==> src/include/frontend_defs.svh <==
`ifndef FRONTEND_DEFS_SVH
`define FRONTEND_DEFS_SVH

// First fetch address after reset
`define FRONTEND_RESET_PC 32'h1C00_0000

// Instruction buffer entries, power of two
`define FRONTEND_IB_DEPTH 8

`endif

==> src/source/pipeline_types.sv <==
package pipeline_types;

`include "frontend_defs.svh"

    //////////////////////////////////////////////////////////////////////
    // Sizes and constants
    //////////////////////////////////////////////////////////////////////
    localparam logic [31:0] RESET_PC = `FRONTEND_RESET_PC;
    localparam int IB_DEPTH = `FRONTEND_IB_DEPTH;
    // Two spare entries absorb the responses still in flight
    localparam int IB_STALL_LEVEL = IB_DEPTH - 2;
    localparam int IB_PTR_W = $clog2(IB_DEPTH);
    localparam int BHT_ENTRIES = 16;
    localparam int BHT_IDX_W = $clog2(BHT_ENTRIES);
    localparam logic [1:0] BHT_INIT = 2'd1;
    localparam logic [1:0] BHT_TAKEN_MIN = 2'd2;

    //////////////////////////////////////////////////////////////////////
    // Encodings
    //////////////////////////////////////////////////////////////////////
    typedef enum logic [5:0] {
        OP_ALU   = 6'h00,
        OP_JUMP  = 6'h02,
        OP_BCOND = 6'h04
    } inst_op_e;

    typedef enum logic [1:0] {
        CTRL_NONE      = 2'd0,
        CTRL_HOLD      = 2'd1,
        CTRL_EXCEPTION = 2'd2
    } ctrl_e;

    //////////////////////////////////////////////////////////////////////
    // Bundles
    //////////////////////////////////////////////////////////////////////
    typedef struct packed {
        logic        is_branch;
        logic        taken;
        logic [31:0] target;
    } pred_t;

    typedef struct packed {
        logic        valid;
        logic [31:0] pc;
        logic        taken;
        logic        branch_flush;
        logic [31:0] branch_actual_addr;
    } branch_update_t;

    typedef struct packed {
        logic [31:0] inst;
        logic [31:0] pc;
        logic        is_exception;
        pred_t       pred;
    } inst_and_pc_t;

    typedef struct packed {
        logic        inst_en;
        logic [31:0] pc;
        logic        front_is_exception;
    } fetch_req_t;

    typedef struct packed {
        logic        is_valid;
        logic [31:0] inst;
        logic [31:0] pc;
        logic        is_exception;
    } fetch_rsp_t;

    // Mispredict flush reported by the back end
    function automatic logic is_flush(branch_update_t upd);
        return upd.valid && upd.branch_flush;
    endfunction

endpackage

==> src/source/pc_reg.sv <==
module pc_reg
    import pipeline_types::*;
(
    input  logic           clk,
    input  logic           arst_n,
    input  logic           buffer_stall,
    input  pred_t          pred,
    input  logic           rsp_valid,
    input  branch_update_t update_info,
    input  ctrl_e          ctrl,
    input  logic [31:0]    ctrl_pc,
    output fetch_req_t     fetch_req
);

    logic [31:0] pc_q;
    logic [31:0] pc_d;
    logic        running_q;
    logic        parked_q;
    logic        drop_rsp_q;
    logic        flush;
    logic        exception;
    logic        pred_redirect;
    logic        misaligned;
    logic        issue;

    assign flush     = is_flush(update_info);
    assign exception = (ctrl == CTRL_EXCEPTION);
    // Response right after any redirect belongs to the old path
    assign pred_redirect = rsp_valid && pred.taken && !drop_rsp_q;
    assign misaligned    = (pc_q[1:0] != 2'b00);
    assign issue = running_q && !parked_q && !buffer_stall && (ctrl != CTRL_HOLD);

    // Next fetch address, highest priority first
    always_comb begin
        pc_d = pc_q;
        if (flush) begin
            pc_d = update_info.branch_actual_addr;
        end else if (exception) begin
            pc_d = ctrl_pc;
        end else if (pred_redirect) begin
            pc_d = pred.target;
        end else if (issue) begin
            pc_d = pc_q + 32'd4;
        end
    end

    always_ff @(posedge clk or negedge arst_n) begin
        if (!arst_n) begin
            pc_q       <= RESET_PC;
            running_q  <= 1'b0;
            parked_q   <= 1'b0;
            drop_rsp_q <= 1'b0;
        end else begin
            pc_q       <= pc_d;
            running_q  <= 1'b1;
            drop_rsp_q <= flush || exception || pred_redirect;
            // Park after a bad address until the back end steers us away
            if (flush || exception) begin
                parked_q <= 1'b0;
            end else if (issue && misaligned) begin
                parked_q <= 1'b1;
            end
        end
    end

    assign fetch_req.inst_en            = issue;
    assign fetch_req.pc                 = pc_q;
    assign fetch_req.front_is_exception = misaligned;

    a_no_fetch_in_hold: assert property (@(posedge clk) disable iff (!arst_n)
        (ctrl == CTRL_HOLD) |-> !fetch_req.inst_en);

endmodule

==> src/source/bpu.sv <==
module bpu
    import pipeline_types::*;
(
    input  logic           clk,
    input  logic           arst_n,
    input  fetch_rsp_t     rsp,
    input  branch_update_t update_info,
    output pred_t          pred
);

    logic [1:0]           bht_q [BHT_ENTRIES];
    inst_op_e             op;
    logic [31:0]          offset_bytes;
    logic [BHT_IDX_W-1:0] rd_idx;
    logic [BHT_IDX_W-1:0] wr_idx;
    logic                 decode_en;

    //////////////////////////////////////////////////////////////////////
    // Decode and target
    //////////////////////////////////////////////////////////////////////
    // Faulted fetches carry no usable instruction
    assign decode_en = rsp.is_valid && !rsp.is_exception;
    assign op        = inst_op_e'(rsp.inst[31:26]);
    // Signed word offset scaled to bytes
    assign offset_bytes = {{14{rsp.inst[15]}}, rsp.inst[15:0], 2'b00};
    assign rd_idx = rsp.pc[BHT_IDX_W+1:2];
    assign wr_idx = update_info.pc[BHT_IDX_W+1:2];

    always_comb begin
        pred.is_branch = 1'b0;
        pred.taken     = 1'b0;
        pred.target    = rsp.pc + offset_bytes;
        if (decode_en) begin
            case (op)
                OP_JUMP: begin
                    pred.is_branch = 1'b1;
                    pred.taken     = 1'b1;
                end
                OP_BCOND: begin
                    pred.is_branch = 1'b1;
                    pred.taken     = (bht_q[rd_idx] >= BHT_TAKEN_MIN);
                end
                default: begin
                    pred.is_branch = 1'b0;
                end
            endcase
        end
    end

    //////////////////////////////////////////////////////////////////////
    // 2-bit counters, trained by the back end
    //////////////////////////////////////////////////////////////////////
    always_ff @(posedge clk or negedge arst_n) begin
        if (!arst_n) begin
            for (int i = 0; i < BHT_ENTRIES; i++) begin
                bht_q[i] <= BHT_INIT;
            end
        end else if (update_info.valid) begin
            if (update_info.taken && bht_q[wr_idx] != 2'b11) begin
                bht_q[wr_idx] <= bht_q[wr_idx] + 2'd1;
            end else if (!update_info.taken && bht_q[wr_idx] != 2'b00) begin
                bht_q[wr_idx] <= bht_q[wr_idx] - 2'd1;
            end
        end
    end

    a_taken_is_branch: assert property (@(posedge clk) disable iff (!arst_n)
        pred.taken |-> pred.is_branch && rsp.is_valid);

endmodule

==> src/source/instbuffer.sv <==
module instbuffer
    import pipeline_types::*;
(
    input  logic           clk,
    input  logic           arst_n,
    input  fetch_rsp_t     rsp,
    input  pred_t          pred,
    input  branch_update_t update_info,
    input  ctrl_e          ctrl,
    input  logic [31:0]    ctrl_pc,
    input  logic           send_inst_en,
    output logic           buffer_stall,
    output inst_and_pc_t   inst_and_pc_o,
    output logic           inst_valid
);

    inst_and_pc_t        mem [IB_DEPTH];
    logic [IB_PTR_W-1:0] wr_ptr_q;
    logic [IB_PTR_W-1:0] rd_ptr_q;
    logic [IB_PTR_W:0]   count_q;
    logic [31:0]         expect_pc_q;
    logic                flush;
    logic                exception;
    logic                redirect;
    logic                push;
    logic                pop;
    inst_and_pc_t        new_entry;

    assign flush     = is_flush(update_info);
    assign exception = (ctrl == CTRL_EXCEPTION);
    assign redirect  = flush || exception;

    //////////////////////////////////////////////////////////////////////
    // Wrong-path filter
    //////////////////////////////////////////////////////////////////////
    // Only the next pc in program order gets in
    assign push = rsp.is_valid && (rsp.pc == expect_pc_q) && !redirect;
    assign pop  = send_inst_en && inst_valid;

    always_ff @(posedge clk or negedge arst_n) begin
        if (!arst_n) begin
            expect_pc_q <= RESET_PC;
        end else if (flush) begin
            expect_pc_q <= update_info.branch_actual_addr;
        end else if (exception) begin
            expect_pc_q <= ctrl_pc;
        end else if (push) begin
            expect_pc_q <= pred.taken ? pred.target : rsp.pc + 32'd4;
        end
    end

    assign new_entry.inst         = rsp.inst;
    assign new_entry.pc           = rsp.pc;
    assign new_entry.is_exception = rsp.is_exception;
    assign new_entry.pred         = pred;

    //////////////////////////////////////////////////////////////////////
    // Circular FIFO
    //////////////////////////////////////////////////////////////////////
    always_ff @(posedge clk or negedge arst_n) begin
        if (!arst_n) begin
            wr_ptr_q <= '0;
            rd_ptr_q <= '0;
            count_q  <= '0;
        end else if (redirect) begin
            // Everything queued is on the old path
            wr_ptr_q <= '0;
            rd_ptr_q <= '0;
            count_q  <= '0;
        end else begin
            if (push) begin
                wr_ptr_q <= wr_ptr_q + IB_PTR_W'(1);
            end
            if (pop) begin
                rd_ptr_q <= rd_ptr_q + IB_PTR_W'(1);
            end
            if (push && !pop) begin
                count_q <= count_q + (IB_PTR_W + 1)'(1);
            end else if (!push && pop) begin
                count_q <= count_q - (IB_PTR_W + 1)'(1);
            end
        end
    end

    always_ff @(posedge clk) begin
        if (push) begin
            mem[wr_ptr_q] <= new_entry;
        end
    end

    assign inst_valid    = (count_q != '0);
    assign inst_and_pc_o = mem[rd_ptr_q];
    assign buffer_stall  = (count_q >= (IB_PTR_W + 1)'(IB_STALL_LEVEL));

    // Stall threshold must leave room for in-flight responses
    a_no_overflow: assert property (@(posedge clk) disable iff (!arst_n)
        push && !pop |-> count_q < (IB_PTR_W + 1)'(IB_DEPTH));

    // Reads never run past what was written
    a_no_underflow: assert property (@(posedge clk) disable iff (!arst_n)
        (count_q == '0) |-> (rd_ptr_q == wr_ptr_q));

endmodule

==> src/source/frontend_top.sv <==
module frontend_top
    import pipeline_types::*;
(
    input  logic           clk,
    input  logic           arst_n,

    // Instruction cache
    output fetch_req_t     fetch_req,
    input  fetch_rsp_t     fetch_rsp,

    // Back end
    input  branch_update_t update_info,
    input  ctrl_e          ctrl,
    input  logic [31:0]    ctrl_pc,
    input  logic           send_inst_en,
    output inst_and_pc_t   inst_and_pc_o,
    output logic           inst_valid
);

    pred_t pred;
    logic  buffer_stall;

    pc_reg u_pc_reg (
        .clk          (clk),
        .arst_n       (arst_n),
        .buffer_stall (buffer_stall),
        .pred         (pred),
        .rsp_valid    (fetch_rsp.is_valid),
        .update_info  (update_info),
        .ctrl         (ctrl),
        .ctrl_pc      (ctrl_pc),
        .fetch_req    (fetch_req)
    );

    // Prediction comes straight off the cache response
    bpu u_bpu (
        .clk         (clk),
        .arst_n      (arst_n),
        .rsp         (fetch_rsp),
        .update_info (update_info),
        .pred        (pred)
    );

    instbuffer u_instbuffer (
        .clk           (clk),
        .arst_n        (arst_n),
        .rsp           (fetch_rsp),
        .pred          (pred),
        .update_info   (update_info),
        .ctrl          (ctrl),
        .ctrl_pc       (ctrl_pc),
        .send_inst_en  (send_inst_en),
        .buffer_stall  (buffer_stall),
        .inst_and_pc_o (inst_and_pc_o),
        .inst_valid    (inst_valid)
    );

endmodule

==> config.mk <==
export PLATFORM = sky130hd
export DESIGN_NAME = frontend_top
export DESIGN_NICKNAME = d
export VERILOG_FILES = /design/src/source/pipeline_types.sv /design/src/source/pc_reg.sv /design/src/source/bpu.sv /design/src/source/instbuffer.sv /design/src/source/frontend_top.sv
export VERILOG_INCLUDE_DIRS = /design/src /design/src/include
export SDC_FILE = /design/constraint.sdc
export NUM_CORES = 1
export LEC_CHECK = 0
export ABC_AREA = 1
export BUFFER_PORTS_ARGS = -buffer_cell sky130_fd_sc_hd__buf_2
export CORE_MARGIN = 1
export CORE_UTILIZATION = 42
export CTS_BUF_LIST = sky130_fd_sc_hd__clkbuf_8
export CTS_CLUSTER_SIZE = 28
export DETAILED_ROUTE_END_ITERATION = 16
export SETUP_SLACK_MARGIN = 0.5
export SLEW_MARGIN = 20
export SYNTH_ARGS = -nofsm -noshare
export SYNTH_HDL_FRONTEND = slang
export SYNTH_SLANG_ARGS = --single-unit
export TNS_END_PERCENT = 100
==> constraint.sdc <==
create_clock -name clk -period 6.4 [get_ports clk]
set_clock_uncertainty 0.15 [all_clocks]
set_input_delay 1.6 -clock clk [delete_from_list [all_inputs] [get_ports clk]]
set_output_delay 1.6 -clock clk [all_outputs]
set_load 0.005 [all_outputs]
Word-level counts from Yosys, hierarchy flattened
Memory sizes are Yosys's and may differ from the RTL's.
Index checks and enable logic that the tools add are counted.
W data, S select, Z words.
Word-level totals
  register bits after elaboration: 109
  output and inout bits: 134
  memory bits (writable): 792
  logic and storage cells: 119
  memories: 1
Memory list
  u_instbuffer.mem: words 8, width 99, rd ports 1, clocked after memory_dff 0, write ports 1, line instbuffer.sv:17  | inst_and_pc_t mem [IB_DEPTH];
Operators by class
  reductions and logical operators: 38
  equality and inequality tests: 6
  bitwise operators: 2
  $lt $le $gt $ge: 5
  add/sub/neg operators: 9
  mux-type cells: 34
Operators with widths (number)
  $mux W32: 10
  $add A32 B3 Y32 const B: 2
  $bwmux W32: 2
  $add A32 B32 Y32: 1
  $eq A32 B32 Y1: 1
  $bmux W2 S4: 2
  $logic_and A1 B1 Y1: 16
  $mux W2: 6
  $mux W3: 4
  $mux W4: 3
  $reduce_bool A2 Y1: 6
  $ge A5 B5 Y1 const B: 2
  $not A4 Y5: 2
  $demux W2 S4: 1
  $logic_not A1 Y1: 8
  $reduce_bool A4 Y1: 2
  $add A3 B1 Y3 const B: 2
  $eq A6 B2 Y1 const B: 1
  $eq A6 B3 Y1 const B: 1
  $reduce_bool A3 Y1: 2
  $lt A5 B1 Y1 const B: 1
  $mux W1: 5
  $add A4 B1 Y4 const B: 1
  $ge A4 B3 Y1 const B: 1
  11 further kinds: 12

Logic depth before layout (Yosys ltp)
Gate-level depths: netlist (run 1).
  depth after elaboration: 12
  mapped depth: 20
  mapped depth without buffers: 19

Modules after synthesis
Synthesis (run 1) repeated with hierarchy kept, for this count alone.
Second synthesis, totals
  cell total of the unflattened synthesis: 4356
  area, all modules: 42314.3 um^2
By module, submodules not included
  instbuffer: area each 34934.8 um^2, cells an instance 3057, instances 1
  bpu: area each 4020.1 um^2, cells an instance 706, instances 1
  pc_reg: area each 3359.5 um^2, cells an instance 593, instances 1

Worst setup path before layout (run 1)
OpenSTA, ideal clock, no wires.
  path kind: input port to flip-flop
  from: in fetch_rsp[24] in the netlist's numbering
  to: mem u_instbuffer.mem[0][10] in the netlist's numbering (enable)
  stages on the path: 12
  data arrival time: 6.719 ns
  required time: 5.696 ns
  buffers on the path: 1
  slack: -1.023 ns
  cells stage by stage: clkbuf_1 > nand2_1 > nand2_1 > nor2_1 > nand2_1 > nor3_1 > nand3_1 > nor2_1 > nand2_1 > nor2_2 > nand2_1 > nor2_1
Between the ends
  longest elaborated chain between the ends: 5
Ends and longest elaborated chain
  from (decl): line frontend_top.sv:9  | input fetch_rsp_t fetch_rsp,
  $eq A32 B32 Y1: line instbuffer.sv:37  | assign push = rsp.is_valid && (rsp.pc == expect_pc_q) && !redirect;
  $logic_and A1 B1 Y1 (2 in series): line instbuffer.sv:37
  $mux W1: line instbuffer.sv:86  | if (push) begin
  $mux W1 (not written as such): line instbuffer.sv:87  | mem[wr_ptr_q] <= new_entry;
  to (decl): line instbuffer.sv:17
No other way between the ends.

==> reports/metrics.json, run 1 <==
{
  "synth-async-reset-ratio": {"value": 12.32, "unit": "%"},
  "die_area": {"value": 0.09827, "unit": "mm2"},
  "timing.reg2reg.worst_path_depth": {"value": 11},
  "rrSetupSlack": {"value": 2.91, "unit": "ns"},
  "critPathSlowestCell": {"value": "sky130_fd_sc_hd__inv_8"},
  "grt_overall_usage": {"value": 24.79, "unit": "%"},
  "finalWeightedCongestion": {"value": 0.9471},
  "clkLatencyLatePin": {"value": 0.83, "unit": "ns"},
  "yosysMostFrequentCell": {"value": "sky130_fd_sc_hd__nor2_1"},
  "drc": {"value": 0},
  "synth_cell_types": {"value": 45},
  "final_layout_size_suffix_gt1_share": {"value": 12.95, "unit": "%"},
  "detailed_place.area": {"value": 0.04364, "unit": "mm2"},
  "setup_viol": {"value": 0},
  "num-nets-final": {"value": 4558},
  "clock_buffers_created_by_tritoncts": {"value": 150},
  "grt_pass1_vias": {"value": 29151},
  "grt_setup_unrepaired": {"value": "false"},
  "synth-edff-count": {"value": 776},
  "worstPathRequired": {"value": 4.65, "unit": "ns"},
  "rr_startpoint": {"value": "u_instbuffer.expect_pc_q[13]"},
  "postCtsSetupBuffers": {"value": 0},
  "hold_viol_final": {"value": 0},
  "drt-vias-per-instance": {"value": 5.334},
  "wire_length_of_the_first_global_routing_pass": {"value": 182100, "unit": "um"},
  "postCtsHoldBufs": {"value": 0},
  "max_stage_delay": {"value": 0.74, "unit": "ns"},
  "synth.ff_latch_count": {"value": 885},
  "maxSlewHeadroom": {"value": 22.16, "unit": "%"},
  "leakagePower": {"value": 18.04, "unit": "nW"},
  "total_via_count_after_detailed_routing": {"value": 30607},
  "end_kind": {"value": "output pin"},
  "yosys_warnings": {"value": 0},
  "wl": {"value": 122100, "unit": "um"},
  "dieHeight": {"value": 313.5, "unit": "um"},
  "finish.cell_count_without_fillers": {"value": 5738},
  "run_status": {"value": "completed"},
  "yosys.area.top_type_share": {"value": 57.19, "unit": "%"},
  "cts_sinks": {"value": 885},
  "hold_end": {"value": "u_bpu.bht_q[17]"},
  "peak_freq": {"value": 0.1865, "unit": "GHz"},
  "clk_transition_reported_paths": {"value": 0.06, "unit": "ns"},
  "hold_start": {"value": "u_bpu.bht_q[17]"},
  "design.portCount": {"value": 304},
  "synth_area_leaders": {"value": "sky130_fd_sc_hd__edfxtp_1 57%, sky130_fd_sc_hd__nor2_1 8.5%, sky130_fd_sc_hd__nand2_1 5.4%, sky130_fd_sc_hd__dfrtp_1 5.3%, sky130_fd_sc_hd__o21ai_0 5.3%"},
  "grt_start_max_net_pins": {"value": 204},
  "finalMaxSlewViolations": {"value": 0},
  "post_drt_wl_per_cell": {"value": 21.29, "unit": "um"},
  "post_cts_resized": {"value": 0},
  "postRouteAntennaNets": {"value": 0},
  "area_of_the_core": {"value": 0.09558, "unit": "mm2"},
  "whs_path_depth": {"value": 2},
  "finalSetupTns": {"value": 0, "unit": "ns"},
  "max_cap_violations": {"value": 0},
  "cp-start-kind": {"value": "flip-flop"},
  "worst-slew-pin-transition": {"value": 1.168, "unit": "ns"},
  "dpl.hpwl": {"value": 76290, "unit": "um"},
  "first_iter_violations": {"value": 2647},
  "areaGrowthSynthToFinish": {"value": 14.00, "unit": "%"},
  "port-buffer-count": {"value": 275},
  "synth.cell_area": {"value": 0.04075, "unit": "mm2"},
  "drtPass1Iterations": {"value": 6},
  "rows": {"value": 113},
  "antenna_found_initial": {"value": 11},
  "cts_buffer_depth": {"value": 3},
  "syn-mean-instance-area": {"value": 10.03, "unit": "um2"},
  "final_period_minus_worst_setup_slack": {"value": 5.362, "unit": "ns"},
  "ir_worst_vdd": {"value": 337.5, "unit": "uV"},
  "start_util": {"value": 42.63, "unit": "%"},
  "worstPathCellList": {"value": "inv_8, buf_4, o21ai_0, o22ai_1, nor2_1, a31oi_1, buf_2"},
  "hold_path_class": {"value": "reg2reg"},
  "globalRoute.totalOverflow": {"value": 0},
  "tritoncts": {"value": "built"},
  "synth_cells": {"value": 4064},
  "worst-setup-path-type": {"value": "reg2out"},
  "fin_total_pwr": {"value": 16.30, "unit": "mW"},
  "sequential_element_share_of_the_synthesized_area": {"value": 63.95, "unit": "%"},
  "syn_nets": {"value": 4274},
  "finalCritPeriodShare": {"value": 83.79, "unit": "%"},
  "worstSetupStartpoint": {"value": "u_instbuffer.rd_ptr_q[0]"},
  "timing.critical_path.fanout_max": {"value": 192},
  "cts_root_buffer": {"value": "sky130_fd_sc_hd__clkbuf_8"},
  "yosys_most_used_dff": {"value": "sky130_fd_sc_hd__edfxtp_1"},
  "die_width": {"value": 313.5, "unit": "um"},
  "power_density": {"value": 350.9, "unit": "mW/mm2"},
  "design_area": {"value": 0.04645, "unit": "mm2"},
  "synth_largest_area_cell": {"value": "sky130_fd_sc_hd__edfxtp_1"},
  "finalHoldWorstSlack": {"value": 0.3393, "unit": "ns"},
  "synthTopCellsByCount": {"value": "924 x sky130_fd_sc_hd__nor2_1, 776 x sky130_fd_sc_hd__edfxtp_1, 582 x sky130_fd_sc_hd__nand2_1"},
  "worst-endpoint-arrival": {"value": 3.61, "unit": "ns"},
  "regToRegEndpoint": {"value": "u_instbuffer.mem[7][77]"},
  "place.detailed.instances": {"value": 5461},
  "h-tree-depth": {"value": 4}
}
## how the worst max path moves through the flow
stage / to / slack [ns] / cells past startpoint
floorplan: u_instbuffer.mem[0][10] / -1.02 / 12
global placement: u_instbuffer.mem[7][76] / 1.37 / 12
detailed placement: u_instbuffer.mem[7][76] / 1.37 / 12
CTS: inst_and_pc_o[44] / 1.03 / 7
global route: inst_and_pc_o[44] / 0.85 / 7
finish: inst_and_pc_o[44] / 1.04 / 7
## state kept, by name, summed over array words and instances (netlist names), named ones only
register                  count
u_pc_reg.parked_q             1
u_instbuffer.count_q          4
u_instbuffer.wr_ptr_q         3
u_instbuffer.expect_pc_q     32
u_instbuffer.rd_ptr_q         3
u_pc_reg.pc_q                32
u_pc_reg.running_q            1
u_bpu.bht_q                  16
u_instbuffer.mem            776
u_pc_reg.drop_rsp_q           1
## where the power goes
group	leakage [nW]	switching, mW	internal, mW
logic	8.16	3.17	1.52
clock network	1.64	2.29	2.48
registers	8.23	0.259	6.58
## per-stage QoR
stage                     setup WS [ns]  utilization (%)
after floorplan                  -1.023                -
after global placement            1.366            45.66
after detailed placement          1.368            45.66
after CTS                         1.032            48.58
after global routing             0.8548            48.59
final                             1.038            48.60
## layout by cell type (no fill, tap or decap), drive strengths merged, types with 38 or more instances in the layout
| master | Yosys | final |
|---|---|---|
| nand2 | 583 | 583 |
| dfrtp | 87 | 87 |
| a22oi | 41 | 41 |
| buf | 68 | 336 |
| o21ai | 437 | 437 |
| nor2 | 926 | 926 |
| nor3 | 50 | 50 |
| inv | 294 | 364 |
| nand4 | 42 | 42 |
| a21oi | 87 | 87 |
| a31oi | 97 | 97 |
| o22ai | 102 | 102 |
| clkinv | 1 | 39 |
| ha | 38 | 38 |
| nand3 | 142 | 142 |
| edfxtp | 776 | 776 |
| clkbuf | 136 | 153 |
## per-layer routing
layer	track usage, %	up-vias	wire [um]
met1	33.11	14736	51980
met4	8.847	2	3742
met5	0	-	8
met2	40.47	1032	58380
li1	-	14641	-
met3	4.592	196	8040
## worst max-delay path, delay by kind of cell (launching register included)
family | cells | cell delay (ns)
compound gates | 3 | 0.73
flops | 1 | 0.57
buf+inv | 3 | 1.36
simple gates | 1 | 0.06
## logic make-up after synthesis
kind of cell	synth area share, %
flops	63.95
simple gates	17.62
buf+inv	4.938
fa+ha+maj	1.265
other cells	0.009203
xor+xnor	1.161
compound gates	11.05
## final cells by class
cell class | instances | area [um2]
clock inverter | 116 | 684.4
sequential | 885 | 26070
clock buffer | 153 | 2106
inverter | 295 | 1125
timing repair buffer | 336 | 2125
antenna | 8 | 20.02
fill | 9022 | 49120
tap | 1265 | 1583
multi-input combinational | 2680 | 12740
Note: power is estimated with default switching activity, not from simulation.
==> inputs of run 2 (changes only) <==
- ABC_AREA: 1 -> 0
- clock period: 6.4 -> 4.4 ns (I/O delays scaled with it)
==> reports/metrics.json, run 2 <==
{
  "rows": {"value": 109},
  "detailed_place.area": {"value": 0.04272, "unit": "mm2"},
  "areaGrowthSynthToFinish": {"value": 24.00, "unit": "%"},
  "design_area": {"value": 0.04714, "unit": "mm2"},
  "synth.ff_latch_count": {"value": 885},
  "grt_start_max_net_pins": {"value": 57},
  "final_period_minus_worst_setup_slack": {"value": 4.045, "unit": "ns"},
  "num-nets-final": {"value": 2979},
  "finalHoldWorstSlack": {"value": 0.1634, "unit": "ns"},
  "die_area": {"value": 0.09172, "unit": "mm2"},
  "end_kind": {"value": "output pin"},
  "max_cap_violations": {"value": 0},
  "dieHeight": {"value": 302.9, "unit": "um"},
  "drt-vias-per-instance": {"value": 5.625},
  "worstPathRequired": {"value": 3.15, "unit": "ns"},
  "yosys.area.top_type_share": {"value": 61.29, "unit": "%"},
  "synth_fa_ha_area_share": {"value": 1.356, "unit": "%"},
  "yosys_most_used_dff": {"value": "sky130_fd_sc_hd__edfxtp_1"},
  "synth_cell_types": {"value": 72},
  "synth_largest_area_cell": {"value": "sky130_fd_sc_hd__edfxtp_1"},
  "post_drt_wl_per_cell": {"value": 26.85, "unit": "um"},
  "combinational_family_with_the_most_area_after_synthesis": {"value": "multiplexers"},
  "h-tree-depth": {"value": 4},
  "ir_worst_vdd": {"value": 372.5, "unit": "uV"},
  "globalRoute.totalOverflow": {"value": 0},
  "first_iter_violations": {"value": 1549},
  "run_status": {"value": "completed"},
  "largest_reg_flops": {"value": 776},
  "clock_buffers_created_by_tritoncts": {"value": 148},
  "finish.cell_count_without_fillers": {"value": 4055},
  "syn_nets": {"value": 2420},
  "area_of_the_core": {"value": 0.08906, "unit": "mm2"},
  "port-buffer-count": {"value": 275},
  "rrSetupSlack": {"value": 0.86, "unit": "ns"},
  "count_of_buffer_and_inverter_cells_on_the_critical_path": {"value": 5},
  "cts_sinks": {"value": 885},
  "simple_logic_cell_fraction_of_the_synthesized_area": {"value": 4.775, "unit": "%"},
  "worst-slew-pin-transition": {"value": 1.058, "unit": "ns"},
  "cts_buffer_depth": {"value": 3},
  "grt_pass1_vias": {"value": 23136},
  "clk_transition_reported_paths": {"value": 0.05, "unit": "ns"},
  "yosysMostFrequentCell": {"value": "sky130_fd_sc_hd__edfxtp_1"},
  "wire_length_of_the_first_global_routing_pass": {"value": 155400, "unit": "um"},
  "cts_root_buffer": {"value": "sky130_fd_sc_hd__clkbuf_8"},
  "grt_overall_usage": {"value": 23.71, "unit": "%"},
  "synth.cell_area": {"value": 0.03802, "unit": "mm2"},
  "cp-start-kind": {"value": "flip-flop"},
  "synth.mux.area_fraction": {"value": 16.09, "unit": "%"},
  "leakagePower": {"value": 16.59, "unit": "nW"},
  "clkLatencyLatePin": {"value": 0.84, "unit": "ns"},
  "maxSlewHeadroom": {"value": 28.94, "unit": "%"},
  "synth_area_leaders": {"value": "sky130_fd_sc_hd__edfxtp_1 61%, sky130_fd_sc_hd__mux4_2 12%, sky130_fd_sc_hd__dfrtp_1 5.7%, sky130_fd_sc_hd__mux2_2 3.6%, sky130_fd_sc_hd__xor2_1 1.6%"},
  "worst-setup-path-type": {"value": "reg2out"},
  "worst-endpoint-arrival": {"value": 2.80, "unit": "ns"},
  "final_layout_size_suffix_gt1_share": {"value": 37.91, "unit": "%"},
  "rr_startpoint": {"value": "u_instbuffer.expect_pc_q[28]"},
  "synthTopCellsByCount": {"value": "776 x sky130_fd_sc_hd__edfxtp_1, 207 x sky130_fd_sc_hd__mux4_2, 123 x sky130_fd_sc_hd__mux2_2"},
  "tritoncts": {"value": "built"},
  "wl": {"value": 108900, "unit": "um"},
  "drc": {"value": 0},
  "syn-mean-instance-area": {"value": 17.20, "unit": "um2"},
  "synth_cells": {"value": 2210},
  "yosys_warnings": {"value": 0},
  "grt_setup_unrepaired": {"value": "true"},
  "place.detailed.instances": {"value": 3726},
  "largest_registers": {"value": "u_instbuffer.mem (776), u_instbuffer.expect_pc_q (32), u_pc_reg.pc_q (32)"},
  "hold_viol_final": {"value": 0},
  "synth-async-reset-ratio": {"value": 12.32, "unit": "%"},
  "total_via_count_after_detailed_routing": {"value": 22810},
  "max_stage_delay": {"value": 0.48, "unit": "ns"},
  "hold_path_class": {"value": "in2async"},
  "finalSetupTns": {"value": 0, "unit": "ns"},
  "setup_viol": {"value": 0},
  "synth-compound-area-share": {"value": 5.286, "unit": "%"},
  "timing.critical_path.fanout_max": {"value": 8},
  "timing.critical_path.max_delay_family": {"value": "multiplexers"},
  "die_width": {"value": 302.9, "unit": "um"},
  "power_density": {"value": 392.7, "unit": "mW/mm2"},
  "peak_freq": {"value": 0.2472, "unit": "GHz"},
  "final_common_cell": {"value": "sky130_fd_sc_hd__edfxtp_1"},
  "worstPathCellList": {"value": "buf_12, buf_16, buf_12, buf_16, mux4_2, mux2_4, buf_6"},
  "antenna_found_initial": {"value": 9},
  "sequential_element_share_of_the_synthesized_area": {"value": 68.54, "unit": "%"},
  "synth-edff-count": {"value": 776},
  "dpl.hpwl": {"value": 70880, "unit": "um"},
  "critPathSlowestCell": {"value": "sky130_fd_sc_hd__dfrtp_4"},
  "mostFrequentLayoutCells": {"value": "776 x sky130_fd_sc_hd__edfxtp_1, 230 x sky130_fd_sc_hd__buf_2, 207 x sky130_fd_sc_hd__mux4_2, 152 x sky130_fd_sc_hd__clkbuf_8, 142 x sky130_fd_sc_hd__buf_4"},
  "drtPass1Iterations": {"value": 5},
  "start_util": {"value": 42.69, "unit": "%"},
  "largest-register": {"value": "u_instbuffer.mem"},
  "regToRegEndpoint": {"value": "u_instbuffer.count_q[3]"},
  "finalMaxSlewViolations": {"value": 0},
  "postRouteAntennaNets": {"value": 0},
  "synth-xor-area-share": {"value": 2.465, "unit": "%"},
  "design.portCount": {"value": 304},
  "finalCritPeriodShare": {"value": 91.94, "unit": "%"},
  "finalWeightedCongestion": {"value": 0.9233},
  "timing.reg2reg.worst_path_depth": {"value": 15}
}
[run 2: cell count changes after synthesis, moves of 55 or more]
cell,before,now
sky130_fd_sc_hd__o22ai_1,102,3
sky130_fd_sc_hd__nor2_1,924,116
sky130_fd_sc_hd__nand3_1,138,48
sky130_fd_sc_hd__clkbuf_1,136,81
sky130_fd_sc_hd__mux2_2,0,123
sky130_fd_sc_hd__nand2_1,582,104
sky130_fd_sc_hd__o21ai_0,434,66
sky130_fd_sc_hd__mux4_2,0,207
sky130_fd_sc_hd__inv_1,292,26
sky130_fd_sc_hd__a31oi_1,97,27
[run 2: repair_timing]
action | CTS | global route
gates cloned | 16 | 7
hold buffers | 0 | 0
buffers inserted | 22 | 13
setup endpoints to repair | 99 | 108
endpoints found under the hold margin | 0 | 0
resized for setup | 60 | 72
[run 2: final cells by class]
class                      instances  area [um2]
antenna                            4       10.01
clock buffer                     152        2092
sequential                       885       26070
clock inverter                   115       663.1
timing repair buffer             522        5022
tap                             1165        1458
inverter                          27       108.9
multi-input combinational       1185       11720
fill                            7143       41920
[run 2: how the worst max path moves through the flow]
stage / startpoint / end / slack (ns) / depth (start not counted)
after floorplan: fetch_rsp[3] / u_instbuffer.mem[2][10] / -1.11 / 11
after global placement: fetch_rsp[33] / u_instbuffer.mem[0][30] / -0.13 / 14
after detailed placement: fetch_rsp[33] / u_instbuffer.mem[0][30] / -0.28 / 14
after CTS: u_instbuffer.rd_ptr_q[0] / inst_and_pc_o[37] / 0.28 / 7
after global routing: u_instbuffer.rd_ptr_q[0] / inst_and_pc_o[37] / 0.27 / 7
final: u_instbuffer.rd_ptr_q[0] / inst_and_pc_o[35] / 0.35 / 7
[run 2: cell families (layout without fill, tap and decap cells)]
logic type	Yosys count	after routing
flip-flops	885	885
AND/OR/NAND/NOR	385	385
multiplexers	337	337
AO/OA/AOI/OAI	315	315
buffers and inverters	140	816
XOR/XNOR	107	107
adder cells (fa/ha/maj)	40	40
other	1	5
[run 2: routing by layer]
metal  wire length, um  global-route usage [%]  vias to the layer above
met4              2301                   6.736                        4
met2             54460                   39.81                      867
li1                  -                       -                    10011
met1             44540                   31.01                    11779
met3              7571                   5.213                      149
met5                22                       0                        -
[run 2: power by group]
part | switching [mW] | internal [mW] | total (mW) | leakage, nW
Sequential | 0.236 | 9.55 | 9.78 | 8.28
Combinational | 1.16 | 0.772 | 1.93 | 6.75
Clock | 3.35 | 3.44 | 6.79 | 1.57
Total | 4.75 | 13.8 | 18.5 | 16.6
[run 2: stage by stage]
stage | utilization (%) | setup slack, ns | power (mW)
2_1_floorplan | - | -1.115 | 10.87
3_3_place_gp | 47.97 | -0.1345 | 11.77
3_5_place_dp | 47.97 | -0.2764 | 11.84
4_1_cts | 52.19 | 0.2755 | 18.65
5_1_grt | 52.92 | 0.2662 | 19.20
6_report | 52.93 | 0.3547 | 18.51
